**config.mk**
```make
export PLATFORM = sky130hd
export DESIGN_NAME = router_pipeline
export DESIGN_NICKNAME = d
export VERILOG_FILES = /design/src/router_pkg.sv /design/src/ipv4_header_extract.sv /design/src/beat_fifo.sv /design/src/ipv4_forward.sv /design/src/router_pipeline.sv
export VERILOG_INCLUDE_DIRS = /design/src
export SDC_FILE = /design/constraint.sdc
export NUM_CORES = 2
export LEC_CHECK = 0
export BUFFER_PORTS_ARGS = -buffer_cell sky130_fd_sc_hd__clkbuf_2
export CORE_MARGIN = 10
export CORE_UTILIZATION = 25
export CTS_CLUSTER_DIAMETER = 30
export DETAILED_ROUTE_END_ITERATION = 12
export GPL_ROUTABILITY_DRIVEN = 0
export SETUP_SLACK_MARGIN = 0.4
export SLEW_MARGIN = 20
export SYNTH_ARGS = -nofsm -noshare
export SYNTH_HDL_FRONTEND = slang
export SYNTH_HIERARCHICAL = 1
export SYNTH_SLANG_ARGS = --single-unit
```
**constraint.sdc**
```tcl
create_clock -name clk -period 11.85 [get_ports clk]
set_input_delay 1.185 -clock clk [delete_from_list [all_inputs] [get_ports clk]]
set_output_delay 1.185 -clock clk [all_outputs]
set_load 0.005 [all_outputs]
```
**src/router_defs.svh**
```systemverilog
// width and depth macros for the ipv4 forwarding pipeline
`ifndef ROUTER_DEFS_SVH
`define ROUTER_DEFS_SVH

////////////////////////////////////////////////////////////////////////////
// stream geometry
////////////////////////////////////////////////////////////////////////////

// bytes per beat, byte 0 in the low bits of data
`define ROUTER_BEAT_BYTES 8

// width of an ingress or egress port number
`define ROUTER_PORT_BITS 2

////////////////////////////////////////////////////////////////////////////
// buffer sizes
////////////////////////////////////////////////////////////////////////////

// beat buffer holds a packet while its verdict is formed
`define ROUTER_BEAT_DEPTH 16

// one verdict per packet in flight
`define ROUTER_VERDICT_DEPTH 4

`endif

```
**src/router_pkg.sv**
```systemverilog
// beat, metadata, ipv4 header and verdict types
`include "router_defs.svh"

package router_pkg;

    ////////////////////////////////////////////////////////////////////////
    // stream types
    ////////////////////////////////////////////////////////////////////////

    typedef logic [`ROUTER_PORT_BITS-1:0] port_t;
    typedef logic [8*`ROUTER_BEAT_BYTES-1:0] data_t;

    // only ingress_port is meaningful on the input stream
    typedef struct packed {
        port_t ingress_port;
        port_t egress_port;
    } meta_t;

    typedef struct packed {
        data_t                         data;
        logic [`ROUTER_BEAT_BYTES-1:0] keep;
        logic                          last;
        meta_t                         meta;
    } beat_t;

    ////////////////////////////////////////////////////////////////////////
    // ipv4 header, first byte on the wire in the top bits
    ////////////////////////////////////////////////////////////////////////

    typedef struct packed {
        logic [3:0]  version;
        logic [3:0]  ihl;
        logic [7:0]  tos;
        logic [15:0] total_len;
        logic [15:0] ident;
        logic [15:0] flags_frag;
        logic [7:0]  ttl;
        logic [7:0]  protocol;
        logic [15:0] checksum;
        logic [31:0] src_addr;
        logic [31:0] dst_addr;
    } ipv4_hdr_t;

    // words view for the checksum, w[9] is the first word on the wire
    typedef union packed {
        ipv4_hdr_t        f;
        logic [9:0][15:0] w;
    } ipv4_hdr_u;

    ////////////////////////////////////////////////////////////////////////
    // per packet verdict
    ////////////////////////////////////////////////////////////////////////

    typedef enum logic [1:0] {
        V_FORWARD,
        V_PASS,
        V_DROP_CSUM,
        V_DROP_TTL
    } verdict_e;

    typedef struct packed {
        verdict_e    kind;
        logic [7:0]  old_ttl;
        logic [15:0] hdr_checksum;
        port_t       egress_port;
    } verdict_t;

endpackage

```
**src/ipv4_header_extract.sv**
```systemverilog
// header extractor: gathers the ipv4 header, checks it, forms one verdict
// per packet and registers every beat toward the beat buffer
`timescale 1ns/1ns

module ipv4_header_extract import router_pkg::*; (
    input  logic     clk,
    input  logic     arst_n,
    input  logic     in_valid,
    input  beat_t    in_beat,
    output logic     beat_wr_en,
    output beat_t    beat_wr_data,
    output logic     verdict_wr_en,
    output verdict_t verdict_wr_data
);

    ////////////////////////////////////////////////////////////////////////
    // helpers
    ////////////////////////////////////////////////////////////////////////

    // beat byte 0 goes to the top so it lines up with the header union
    function automatic data_t to_net_order(data_t d);
        data_t r;
        for (int i = 0; i < $bits(data_t) / 8; i++) begin
            r[$bits(data_t) - 8 * (i + 1) +: 8] = d[8 * i +: 8];
        end
        return r;
    endfunction

    // ones' complement sum over all ten words, carries folded back in
    function automatic logic [15:0] ones_sum(ipv4_hdr_u h);
        logic [19:0] acc;
        acc = '0;
        for (int i = 0; i < 10; i++) begin
            acc = acc + {4'b0, h.w[i]};
        end
        acc = {4'b0, acc[15:0]} + {16'b0, acc[19:16]};
        acc = {4'b0, acc[15:0]} + {16'b0, acc[19:16]};
        return acc[15:0];
    endfunction

    ////////////////////////////////////////////////////////////////////////
    // beat counting and header capture
    ////////////////////////////////////////////////////////////////////////

    // beat index within the packet, parks at 3 past the header
    logic [1:0] beat_cnt;
    // set when the packet ended before the third beat
    logic       short_q;
    ipv4_hdr_u  hdr;
    data_t      in_net;
    logic       hdr_ok;
    logic       csum_ok;

    assign in_net = to_net_order(in_beat.data);

    always_ff @(posedge clk or negedge arst_n) begin
        if (!arst_n) begin
            beat_cnt      <= '0;
            short_q       <= 1'b0;
            beat_wr_en    <= 1'b0;
            verdict_wr_en <= 1'b0;
        end else begin
            beat_wr_en    <= in_valid;
            verdict_wr_en <= 1'b0;
            if (in_valid) begin
                if (in_beat.last) begin
                    beat_cnt <= '0;
                end else if (beat_cnt != 2'd3) begin
                    beat_cnt <= beat_cnt + 2'd1;
                end
                // third beat completes the header, or the packet is short
                verdict_wr_en <= (beat_cnt == 2'd2) || (in_beat.last && beat_cnt < 2'd2);
                short_q       <= in_beat.last && beat_cnt < 2'd2;
            end
        end
    end

    // header bytes 0..19 land across beats 0, 1 and the top of beat 2
    always_ff @(posedge clk) begin
        if (in_valid) begin
            beat_wr_data <= in_beat;
            case (beat_cnt)
                2'd0:    hdr.w[9:6] <= in_net;
                2'd1:    hdr.w[5:2] <= in_net;
                2'd2:    hdr.w[1:0] <= in_net[63:32];
                default: ;
            endcase
        end
    end

    ////////////////////////////////////////////////////////////////////////
    // verdict
    ////////////////////////////////////////////////////////////////////////

    assign hdr_ok  = !short_q && hdr.f.version == 4'd4 && hdr.f.ihl == 4'd5;
    // a correct header sums to all ones
    assign csum_ok = ones_sum(hdr) == 16'hffff;

    always_comb begin
        verdict_wr_data.old_ttl      = hdr.f.ttl;
        verdict_wr_data.hdr_checksum = hdr.f.checksum;
        verdict_wr_data.egress_port  = port_t'(hdr.f.dst_addr[7:0]);
        if (!hdr_ok) begin
            verdict_wr_data.kind        = V_PASS;
            // host port
            verdict_wr_data.egress_port = '0;
        end else if (!csum_ok) begin
            verdict_wr_data.kind = V_DROP_CSUM;
        end else if (hdr.f.ttl < 8'd2) begin
            verdict_wr_data.kind = V_DROP_TTL;
        end else begin
            verdict_wr_data.kind = V_FORWARD;
        end
    end

    // once a verdict is out, none until the packet's last beat is written
    assert property (@(posedge clk) disable iff (!arst_n)
        (verdict_wr_en && !(beat_wr_en && beat_wr_data.last)) |=>
            (!verdict_wr_en until_with (beat_wr_en && beat_wr_data.last)));

endmodule

```
**src/beat_fifo.sv**
```systemverilog
// circular buffer of packed words with empty, full and sticky overflow
`timescale 1ns/1ns

module beat_fifo #(
    parameter int WIDTH = 8,
    parameter int DEPTH = 16
) (
    input  logic             clk,
    input  logic             arst_n,
    input  logic             wr_en,
    input  logic [WIDTH-1:0] wr_data,
    input  logic             rd_en,
    output logic [WIDTH-1:0] rd_data,
    output logic             empty,
    output logic             full,
    output logic             overflow
);

    localparam int AW = $clog2(DEPTH);

    logic [WIDTH-1:0] mem [DEPTH];
    logic [AW-1:0]    wr_ptr;
    logic [AW-1:0]    rd_ptr;
    logic [AW:0]      count;
    logic             wr_ok;
    logic             rd_ok;

    // a write into a full buffer is lost
    assign wr_ok = wr_en && !full;
    assign rd_ok = rd_en && !empty;

    assign empty = count == '0;
    assign full  = count == (AW + 1)'(DEPTH);

    // head of the buffer, valid whenever not empty
    assign rd_data = mem[rd_ptr];

    always_ff @(posedge clk) begin
        if (wr_ok) begin
            mem[wr_ptr] <= wr_data;
        end
    end

    always_ff @(posedge clk or negedge arst_n) begin
        if (!arst_n) begin
            wr_ptr   <= '0;
            rd_ptr   <= '0;
            count    <= '0;
            overflow <= 1'b0;
        end else begin
            if (wr_ok) begin
                wr_ptr <= (wr_ptr == AW'(DEPTH - 1)) ? '0 : wr_ptr + 1'b1;
            end
            if (rd_ok) begin
                rd_ptr <= (rd_ptr == AW'(DEPTH - 1)) ? '0 : rd_ptr + 1'b1;
            end
            case ({wr_ok, rd_ok})
                2'b10:   count <= count + 1'b1;
                2'b01:   count <= count - 1'b1;
                default: ;
            endcase
            // sticky until reset
            if (wr_en && full) begin
                overflow <= 1'b1;
            end
        end
    end

    // the reader checks empty before it pops
    assert property (@(posedge clk) disable iff (!arst_n) rd_en |-> !empty);

endmodule

```
**src/ipv4_forward.sv**
```systemverilog
// forwarder: pairs each verdict with its buffered beats, drops or rewrites
// ttl and checksum, and sets the egress metadata
`timescale 1ns/1ns

module ipv4_forward import router_pkg::*; (
    input  logic     clk,
    input  logic     arst_n,
    input  beat_t    beat_rd_data,
    input  logic     beat_empty,
    input  verdict_t verdict_rd_data,
    input  logic     verdict_empty,
    output logic     beat_rd_en,
    output logic     verdict_rd_en,
    output logic     out_valid,
    output beat_t    out_beat,
    output logic     drop_csum,
    output logic     drop_ttl
);

    ////////////////////////////////////////////////////////////////////////
    // incremental checksum, HC' = ~(~HC + ~m + m')
    ////////////////////////////////////////////////////////////////////////

    function automatic logic [15:0] csum_update(
        logic [15:0] hc,
        logic [15:0] m_old,
        logic [15:0] m_new
    );
        logic [17:0] s;
        s = {2'b0, ~hc} + {2'b0, ~m_old} + {2'b0, m_new};
        // end-around carry, twice covers the worst case
        s = {2'b0, s[15:0]} + {16'b0, s[17:16]};
        s = {2'b0, s[15:0]} + {16'b0, s[17:16]};
        return ~s[15:0];
    endfunction

    ////////////////////////////////////////////////////////////////////////
    // fsm, one verdict held while its packet drains
    ////////////////////////////////////////////////////////////////////////

    typedef enum logic {
        S_IDLE,
        S_DRAIN
    } state_e;

    state_e     state;
    verdict_t   vd;
    // beat index within the packet, parks at 2 past the ttl beat
    logic [1:0] beat_idx;
    logic       pkt_end;
    logic       keep_pkt;

    assign beat_rd_en    = (state == S_DRAIN) && !beat_empty;
    assign pkt_end       = beat_rd_en && beat_rd_data.last;
    // next verdict may be taken on the last beat of the current packet
    assign verdict_rd_en = !verdict_empty && (state == S_IDLE || pkt_end);
    assign keep_pkt      = (vd.kind == V_FORWARD) || (vd.kind == V_PASS);

    always_ff @(posedge clk or negedge arst_n) begin
        if (!arst_n) begin
            state    <= S_IDLE;
            beat_idx <= '0;
        end else begin
            if (verdict_rd_en) begin
                state    <= S_DRAIN;
                beat_idx <= '0;
            end else begin
                if (pkt_end) begin
                    state <= S_IDLE;
                end
                if (beat_rd_en && beat_idx != 2'd2) begin
                    beat_idx <= beat_idx + 2'd1;
                end
            end
        end
    end

    always_ff @(posedge clk) begin
        if (verdict_rd_en) begin
            vd <= verdict_rd_data;
        end
    end

    ////////////////////////////////////////////////////////////////////////
    // beat rewrite
    ////////////////////////////////////////////////////////////////////////

    ipv4_hdr_u   old_hdr;
    ipv4_hdr_u   new_hdr;
    logic [15:0] new_csum;
    beat_t       fwd_beat;

    always_comb begin
        // only the ttl/protocol word and the checksum matter here
        old_hdr            = '0;
        old_hdr.f.ttl      = vd.old_ttl;
        old_hdr.f.protocol = beat_rd_data.data[15:8];
        old_hdr.f.checksum = vd.hdr_checksum;
        new_hdr            = old_hdr;
        new_hdr.f.ttl      = vd.old_ttl - 8'd1;
        // ttl and protocol share header word 4, w[5] in the union
        new_csum = csum_update(old_hdr.f.checksum, old_hdr.w[5], new_hdr.w[5]);

        fwd_beat = beat_rd_data;
        fwd_beat.meta.egress_port = (vd.kind == V_FORWARD) ? vd.egress_port : '0;
        // beat 1 carries header bytes 8..15
        if (vd.kind == V_FORWARD && beat_idx == 2'd1) begin
            fwd_beat.data[7:0]   = new_hdr.f.ttl;
            fwd_beat.data[23:16] = new_csum[15:8];
            fwd_beat.data[31:24] = new_csum[7:0];
        end
    end

    ////////////////////////////////////////////////////////////////////////
    // output register and drop pulses
    ////////////////////////////////////////////////////////////////////////

    always_ff @(posedge clk or negedge arst_n) begin
        if (!arst_n) begin
            out_valid <= 1'b0;
            drop_csum <= 1'b0;
            drop_ttl  <= 1'b0;
        end else begin
            out_valid <= beat_rd_en && keep_pkt;
            // one pulse per dropped packet, on its first beat
            drop_csum <= beat_rd_en && beat_idx == 2'd0 && vd.kind == V_DROP_CSUM;
            drop_ttl  <= beat_rd_en && beat_idx == 2'd0 && vd.kind == V_DROP_TTL;
        end
    end

    always_ff @(posedge clk) begin
        if (beat_rd_en) begin
            out_beat <= fwd_beat;
        end
    end

    // drop pulse only with the packet's header beat in out_beat and out_valid low
    assert property (@(posedge clk) disable iff (!arst_n)
        (drop_csum || drop_ttl) |-> !out_valid && out_beat.data[7:0] == 8'h45);

endmodule

```
**src/router_pipeline.sv**
```systemverilog
// top level: extractor, beat and verdict buffers, forwarder
`timescale 1ns/1ns
`include "router_defs.svh"

module router_pipeline import router_pkg::*; (
    input  logic  clk,
    input  logic  arst_n,
    input  logic  in_valid,
    input  beat_t in_beat,
    output logic  out_valid,
    output beat_t out_beat,
    output logic  drop_csum,
    output logic  drop_ttl,
    output logic  overflow
);

    // extractor side
    logic     beat_wr_en;
    beat_t    beat_wr_data;
    logic     verdict_wr_en;
    verdict_t verdict_wr_data;

    // forwarder side
    logic     beat_rd_en;
    beat_t    beat_rd_data;
    logic     beat_empty;
    logic     beat_overflow;
    logic     verdict_rd_en;
    verdict_t verdict_rd_data;
    logic     verdict_empty;
    logic     verdict_overflow;

    ipv4_header_extract u_extract (
        .clk             (clk),
        .arst_n          (arst_n),
        .in_valid        (in_valid),
        .in_beat         (in_beat),
        .beat_wr_en      (beat_wr_en),
        .beat_wr_data    (beat_wr_data),
        .verdict_wr_en   (verdict_wr_en),
        .verdict_wr_data (verdict_wr_data)
    );

    // holds beats until the verdict for their packet is ready
    beat_fifo #(
        .WIDTH ($bits(beat_t)),
        .DEPTH (`ROUTER_BEAT_DEPTH)
    ) u_beat_fifo (
        .clk      (clk),
        .arst_n   (arst_n),
        .wr_en    (beat_wr_en),
        .wr_data  (beat_wr_data),
        .rd_en    (beat_rd_en),
        .rd_data  (beat_rd_data),
        .empty    (beat_empty),
        .full     (),
        .overflow (beat_overflow)
    );

    beat_fifo #(
        .WIDTH ($bits(verdict_t)),
        .DEPTH (`ROUTER_VERDICT_DEPTH)
    ) u_verdict_fifo (
        .clk      (clk),
        .arst_n   (arst_n),
        .wr_en    (verdict_wr_en),
        .wr_data  (verdict_wr_data),
        .rd_en    (verdict_rd_en),
        .rd_data  (verdict_rd_data),
        .empty    (verdict_empty),
        .full     (),
        .overflow (verdict_overflow)
    );

    ipv4_forward u_forward (
        .clk             (clk),
        .arst_n          (arst_n),
        .beat_rd_data    (beat_rd_data),
        .beat_empty      (beat_empty),
        .verdict_rd_data (verdict_rd_data),
        .verdict_empty   (verdict_empty),
        .beat_rd_en      (beat_rd_en),
        .verdict_rd_en   (verdict_rd_en),
        .out_valid       (out_valid),
        .out_beat        (out_beat),
        .drop_csum       (drop_csum),
        .drop_ttl        (drop_ttl)
    );

    // either buffer losing a write is reported
    assign overflow = beat_overflow | verdict_overflow;

endmodule

```
Word level (Yosys, flattened, before mapping)
Memories as Yosys holds them, arrays and structs flattened. A register that Yosys moved wholly into a read port is not among the register bits.
Cells that the tools add are included.
{"block": "op_classes", "n_mux": 23, "add_sub_neg": 26, "bitwise_logic": 5, "n_reduce_logical": 40, "eq_ne": 21, "n_div": 0, "n_shift": 0, "magnitude_cmp": 2, "mul": 0}
{"op": "$add 20x16->20", "count": 8}
{"op": "$not 16->16", "count": 3}
{"op": "$add 16x16->17", "count": 2}
{"op": "$mux 2", "count": 10}
{"op": "$add 18x16->18", "count": 1}
{"op": "$logic_and 1x1->1", "count": 18}
{"op": "$add 16x2->17", "count": 1}
{"op": "$add 16x4->17", "count": 1}
{"op": "$add 16x2->16", "count": 1}
{"op": "$add 16x4->16", "count": 1}
{"op": "$eq 16x16->1 const B", "count": 1}
{"op": "$mux 16", "count": 1}
{"op": "$eq 2x2->1 const B", "count": 7}
{"op": "$eq 2x1->1 const B", "count": 5}
{"op": "$pmux 5 s2", "count": 1}
{"op": "$reduce_bool 2->1", "count": 5}
{"op": "$add 2x1->2 const B", "count": 4}
{"op": "$add 4x1->4 const B", "count": 2}
{"op": "$eq 4x3->1 const B", "count": 2}
{"op": "$eq 4x4->1 const B", "count": 2}
{"op": "$lt 8x2->1 const B", "count": 1}
{"op": "$mux 4", "count": 2}
{"op": "$mux 8", "count": 1}
{"op": "$reduce_and 2->1", "count": 4}
{"op": "other kinds (18)", "count": 33}
{"block": "totals", "out_inout_bits": 81, "romBits": 0, "memories": 2, "ramBits": 1344, "ff_bits": 347, "latch_bits": 0}
{"name": "u_beat_fifo.mem", "words": 16, "width": 77, "rd": 1, "rd_ports_with_merged_regs": 0, "wr": 1, "line": "beat_fifo.sv:21", "text": "logic [WIDTH-1:0] mem [DEPTH];"}
{"name": "u_verdict_fifo.mem", "words": 4, "width": 28, "rd": 1, "rd_ports_with_merged_regs": 1, "wr": 1, "line": "beat_fifo.sv:21"}

Longest topological paths before layout
{"block": "depth", "depth_word": 14, "mapped_depth": 36}

By module
The synthesis kept the hierarchy.
{"mod": "beat_fifo at u_beat_fifo", "seq_area_each_um2": 37345.8, "instances": 1, "area_per_inst_um2": 47780.8, "cells_each": 2147}
{"mod": "ipv4_header_extract", "seq_area_each_um2": 7241.9, "instances": 1, "area_per_inst_um2": 12130.4, "cells_each": 756}
{"mod": "ipv4_forward", "seq_area_each_um2": 3303.2, "instances": 1, "area_per_inst_um2": 5439.0, "cells_each": 416}
{"mod": "beat_fifo at u_verdict_fifo", "seq_area_each_um2": 3563.4, "instances": 1, "area_per_inst_um2": 4544.4, "cells_each": 188}
{"mod": "router_pipeline", "seq_area_each_um2": 0.0, "instances": 1, "area_per_inst_um2": 6.3, "cells_each": 1}

Worst setup path before layout
OpenSTA, ideal clock, no wires.
{"block": "synth_timing", "kind": "register to register", "from": "register u_extract/hdr[98] (netlist name)", "to": "memory u_verdict_fifo/mem[0][26] (netlist name) (data pin)", "t_required_ns": 11.594, "setup_ns": 0.256, "t_arrival_ns": 8.738, "path_stages_with_launch": 32, "path_slack_ns": 2.856, "path_cell_list": "edfxtp_1 fa_1 fa_1 fa_1 inv_1 fa_1 inv_1 fa_1 fa_1 a21o_1 a221oi_2 nor2_1 o41a_1 a211o_1 a31oi_1 o21bai_1 xor2_1 inv_1 fa_1 inv_1 a21oi_1 o21bai_1 nand3_1 or4_1 nor4b_1 ha_1 ha_1 xor2_1 nand4_1 or4_1 a2111o_1 o41ai_1"}
{"item": "start: declaration", "line": "ipv4_header_extract.sv:49", "text": "ipv4_hdr_u hdr;"}
{"item": "end: declaration", "line": "beat_fifo.sv:21"}

==> impl_results.md <==
* Cts bufs inserted at 339
* # fillers at 26300
* Critical Path Start Type: flop
* Yosys warnings at 6
* Initial DRC Count at 2986
* Worst-margin pin slew at 1.15 ns
* Die width at 544 µm
* Initial antenna violation count at 53
* Slack of the worst reg-to-reg path at 1.44 ns
* Crit path largest cell delay at 0.74 ns
* Setup crit start: u_extract/hdr[66]
* Syn_area_per_cell at 19.9 µm²
* Synthesized area at 68600 µm²
* Minimum clock period at 10.41 ns
* # nets final at 4126
* Area of the multi-input gates at 16600 µm²
* Reg2Reg Depth at 31
* Overflow after GRT at 0
* Vias at 34800
* Max Slew Vio Count at 0
* Die Area at 296000 µm²
* Storage cell area at 50400 µm²
* Number of vias per cell at 4.53
* Mapped Cells at 3456
* Number of port buffers at 158
* Hold Fails Final Rpt at 0
* R2R Path End: u_verdict_fifo/mem[0][26]
* DRC viols at 0
* Fin Setup TNS at 0 ns
* Outcome: finished, final reports clean
* Power Density at 332 nW/µm²
* Worst EP required at 12.42 ns
* Worst EP arrival at 10.99 ns
* Max-slew headroom at the worst pin at 0.233
* Dpl ws at 1.60 ns
* CP endpoint kind: flop
* Clock buffer depth at 4
* RR Startpoint: u_extract/hdr[66]
* Core ar. at 273000 µm²
* CTS HTree Levels at 5
* Post-Syn Nets at 3741
* Pre-antenna DRT Iters at 5
* Leakage at 0.0289 µW
* Unrepaired setup endpoints after global routing: false
* Final core occ at 0.310
* Final HPWL DP at 104000 µm
* Avg WL per Cell at 23.6 µm
* Layout area overhead at 23.5%
* CTS tree: built
* Layout cells sized above 1 at 0.260
* Hold/Removal Path Class: input pin to async pin
* Routed Antenna Nets at 0
* Period utilisation layout at 0.879
* Setup violators final at 0
* Slowest stage cell on the critical path: o41ai_1
* Post-CTS sizing at 0
* Final setup skew at 0.0734 ns
* Vias in the first global route at 36600
* Clock sinks at 1685
* Final WS setup at 1.44 ns
* CTS Hold Bufs at 0
* Achievable Freq at 96.0 MHz
* Max-cap violations at 0
* Initial Util at 0.251
* Final WL at 182000 µm
* Pin count of the biggest net entering global routing at 137
* Setup repair bufs after CTS at 0
* Worst ir drop on vdd at 0.406 mV
* Total GRT Usage at 0.120
* Cell mode on critical path: fa_1
* CP Class: flop to flop
* Worst-skew pair later-pin latency at 0.91 ns
* Clk pin slew, worst setup/hold paths at 0.05 ns
* DIE HEIGHT at 544 µm
* First-pass GRT wire length at 260000 µm
* Max FO, Critical Path at 6
* # rows at 192
* Boundary pin count at 161
* WHS at 0.353 ns
* Clk root buf: clkbuf_16
[layout make-up]
cell class	instances	area share
multi-input cells	1408	0.196
clock inverters	219	0.0291
inverters	195	0.00869
clock buffers	378	0.103
flip-flops and latches	1685	0.595
well taps	3589	0.0530
repair buffers	212	0.0147
diodes	7	0.000207
[layout by cell type (no fill, tap or decap), types with 7 or more instances in the layout]
cell        instances
mux4_1              7
dfrtp_1            28
clkbuf_16         344
diode_2             7
and2_1              7
nor2_1             39
fa_1              130
mux4_2            246
and3_1              9
a32oi_1            75
a22oi_1            75
clkinv_1           34
and2_2              7
o21ai_0            40
o211ai_1            8
buf_4              50
edfxtp_1         1652
bufinv_16          44
xor2_1             30
inv_6              22
clkbuf_2          157
nand3_1            21
clkinv_4           19
xnor2_1            52
a21oi_1            29
a21o_1             12
nand4_1             9
nor2_4             13
nand2_1            57
clkbuf_1           32
nor3b_1             7
mux2i_1           234
ha_1               75
clkinvlp_4         40
clkinv_2           53
nand2b_1           15
o21bai_1           10
o21ai_1            80
nor3_1              7
inv_1             193
[worst max path at each step]
| stage | depth (start not counted) | endpoint | slack (ns) |
|---|---|---|---|
| 3_5_place_dp | 31 | u_verdict_fifo/mem[2][26] | 1.60 |
| 3_3_place_gp | 31 | u_verdict_fifo/mem[2][26] | 1.75 |
| 4_1_cts | 31 | u_verdict_fifo/mem[0][26] | 1.48 |
| 6_report | 31 | u_verdict_fifo/mem[0][26] | 1.44 |
| 2_1_floorplan | 31 | u_verdict_fifo/mem[0][26] | 2.86 |
| 5_1_grt | 31 | u_verdict_fifo/mem[2][26] | 0.82 |
[metal layers]
metal | global-route usage | share of wire
met4 | 0.0380 | 0.025
met1 | 0.158 | 0.42
met5 | 0 | 0.0013
met2 | 0.192 | 0.48
met3 | 0.0314 | 0.078
[metrics by stage]
step | area (µm²) | std cells | power (µW)
CTS | 84800 | 7686 | 28400
detailed placement | 73600 | 7089 | 19000
finish | 84800 | 7693 | 28200
global placement | 73600 | 7089 | 18800
floorplan | 68600 | 3456 | 16000
global route | 84800 | 7689 | 29900
[critical path: cells and delay by family, from the launching register on]
family,cells,cell delay (ns)
and+or+nand+nor,6,1.92
xor gates and xnor gates,2,0.37
DFF,1,0.46
buffers and inverters,4,0.26
AOI/OAI and AO/OA,10,3.31
adders and majority gates,9,3.77
[power breakdown]
group | internal [µW] | switching [µW]
clock network | 6260 | 3040
logic | 4270 | 6550
registers | 7570 | 495
[state kept, by name, summed over array words and instances, names as in the netlist, 2 cells and up]
| name | cells |
|---|---|
| u_forward/beat_idx | 2 |
| u_beat_fifo/wr_ptr | 4 |
| u_extract/beat_wr_data | 75 |
| u_extract/hdr | 160 |
| u_forward/vd | 4 |
| u_beat_fifo/count | 5 |
| u_beat_fifo/mem | 1200 |
| u_beat_fifo/rd_ptr | 4 |
| u_forward/old_hdr | 8 |
| u_verdict_fifo/wr_ptr | 2 |
| u_forward/new_hdr | 16 |
| u_extract/beat_cnt | 2 |
| u_verdict_fifo/count | 3 |
| u_forward/out_beat | 77 |
| u_verdict_fifo/rd_ptr | 2 |
| u_verdict_fifo/mem | 112 |
Power figures use the tool's default switching activity.
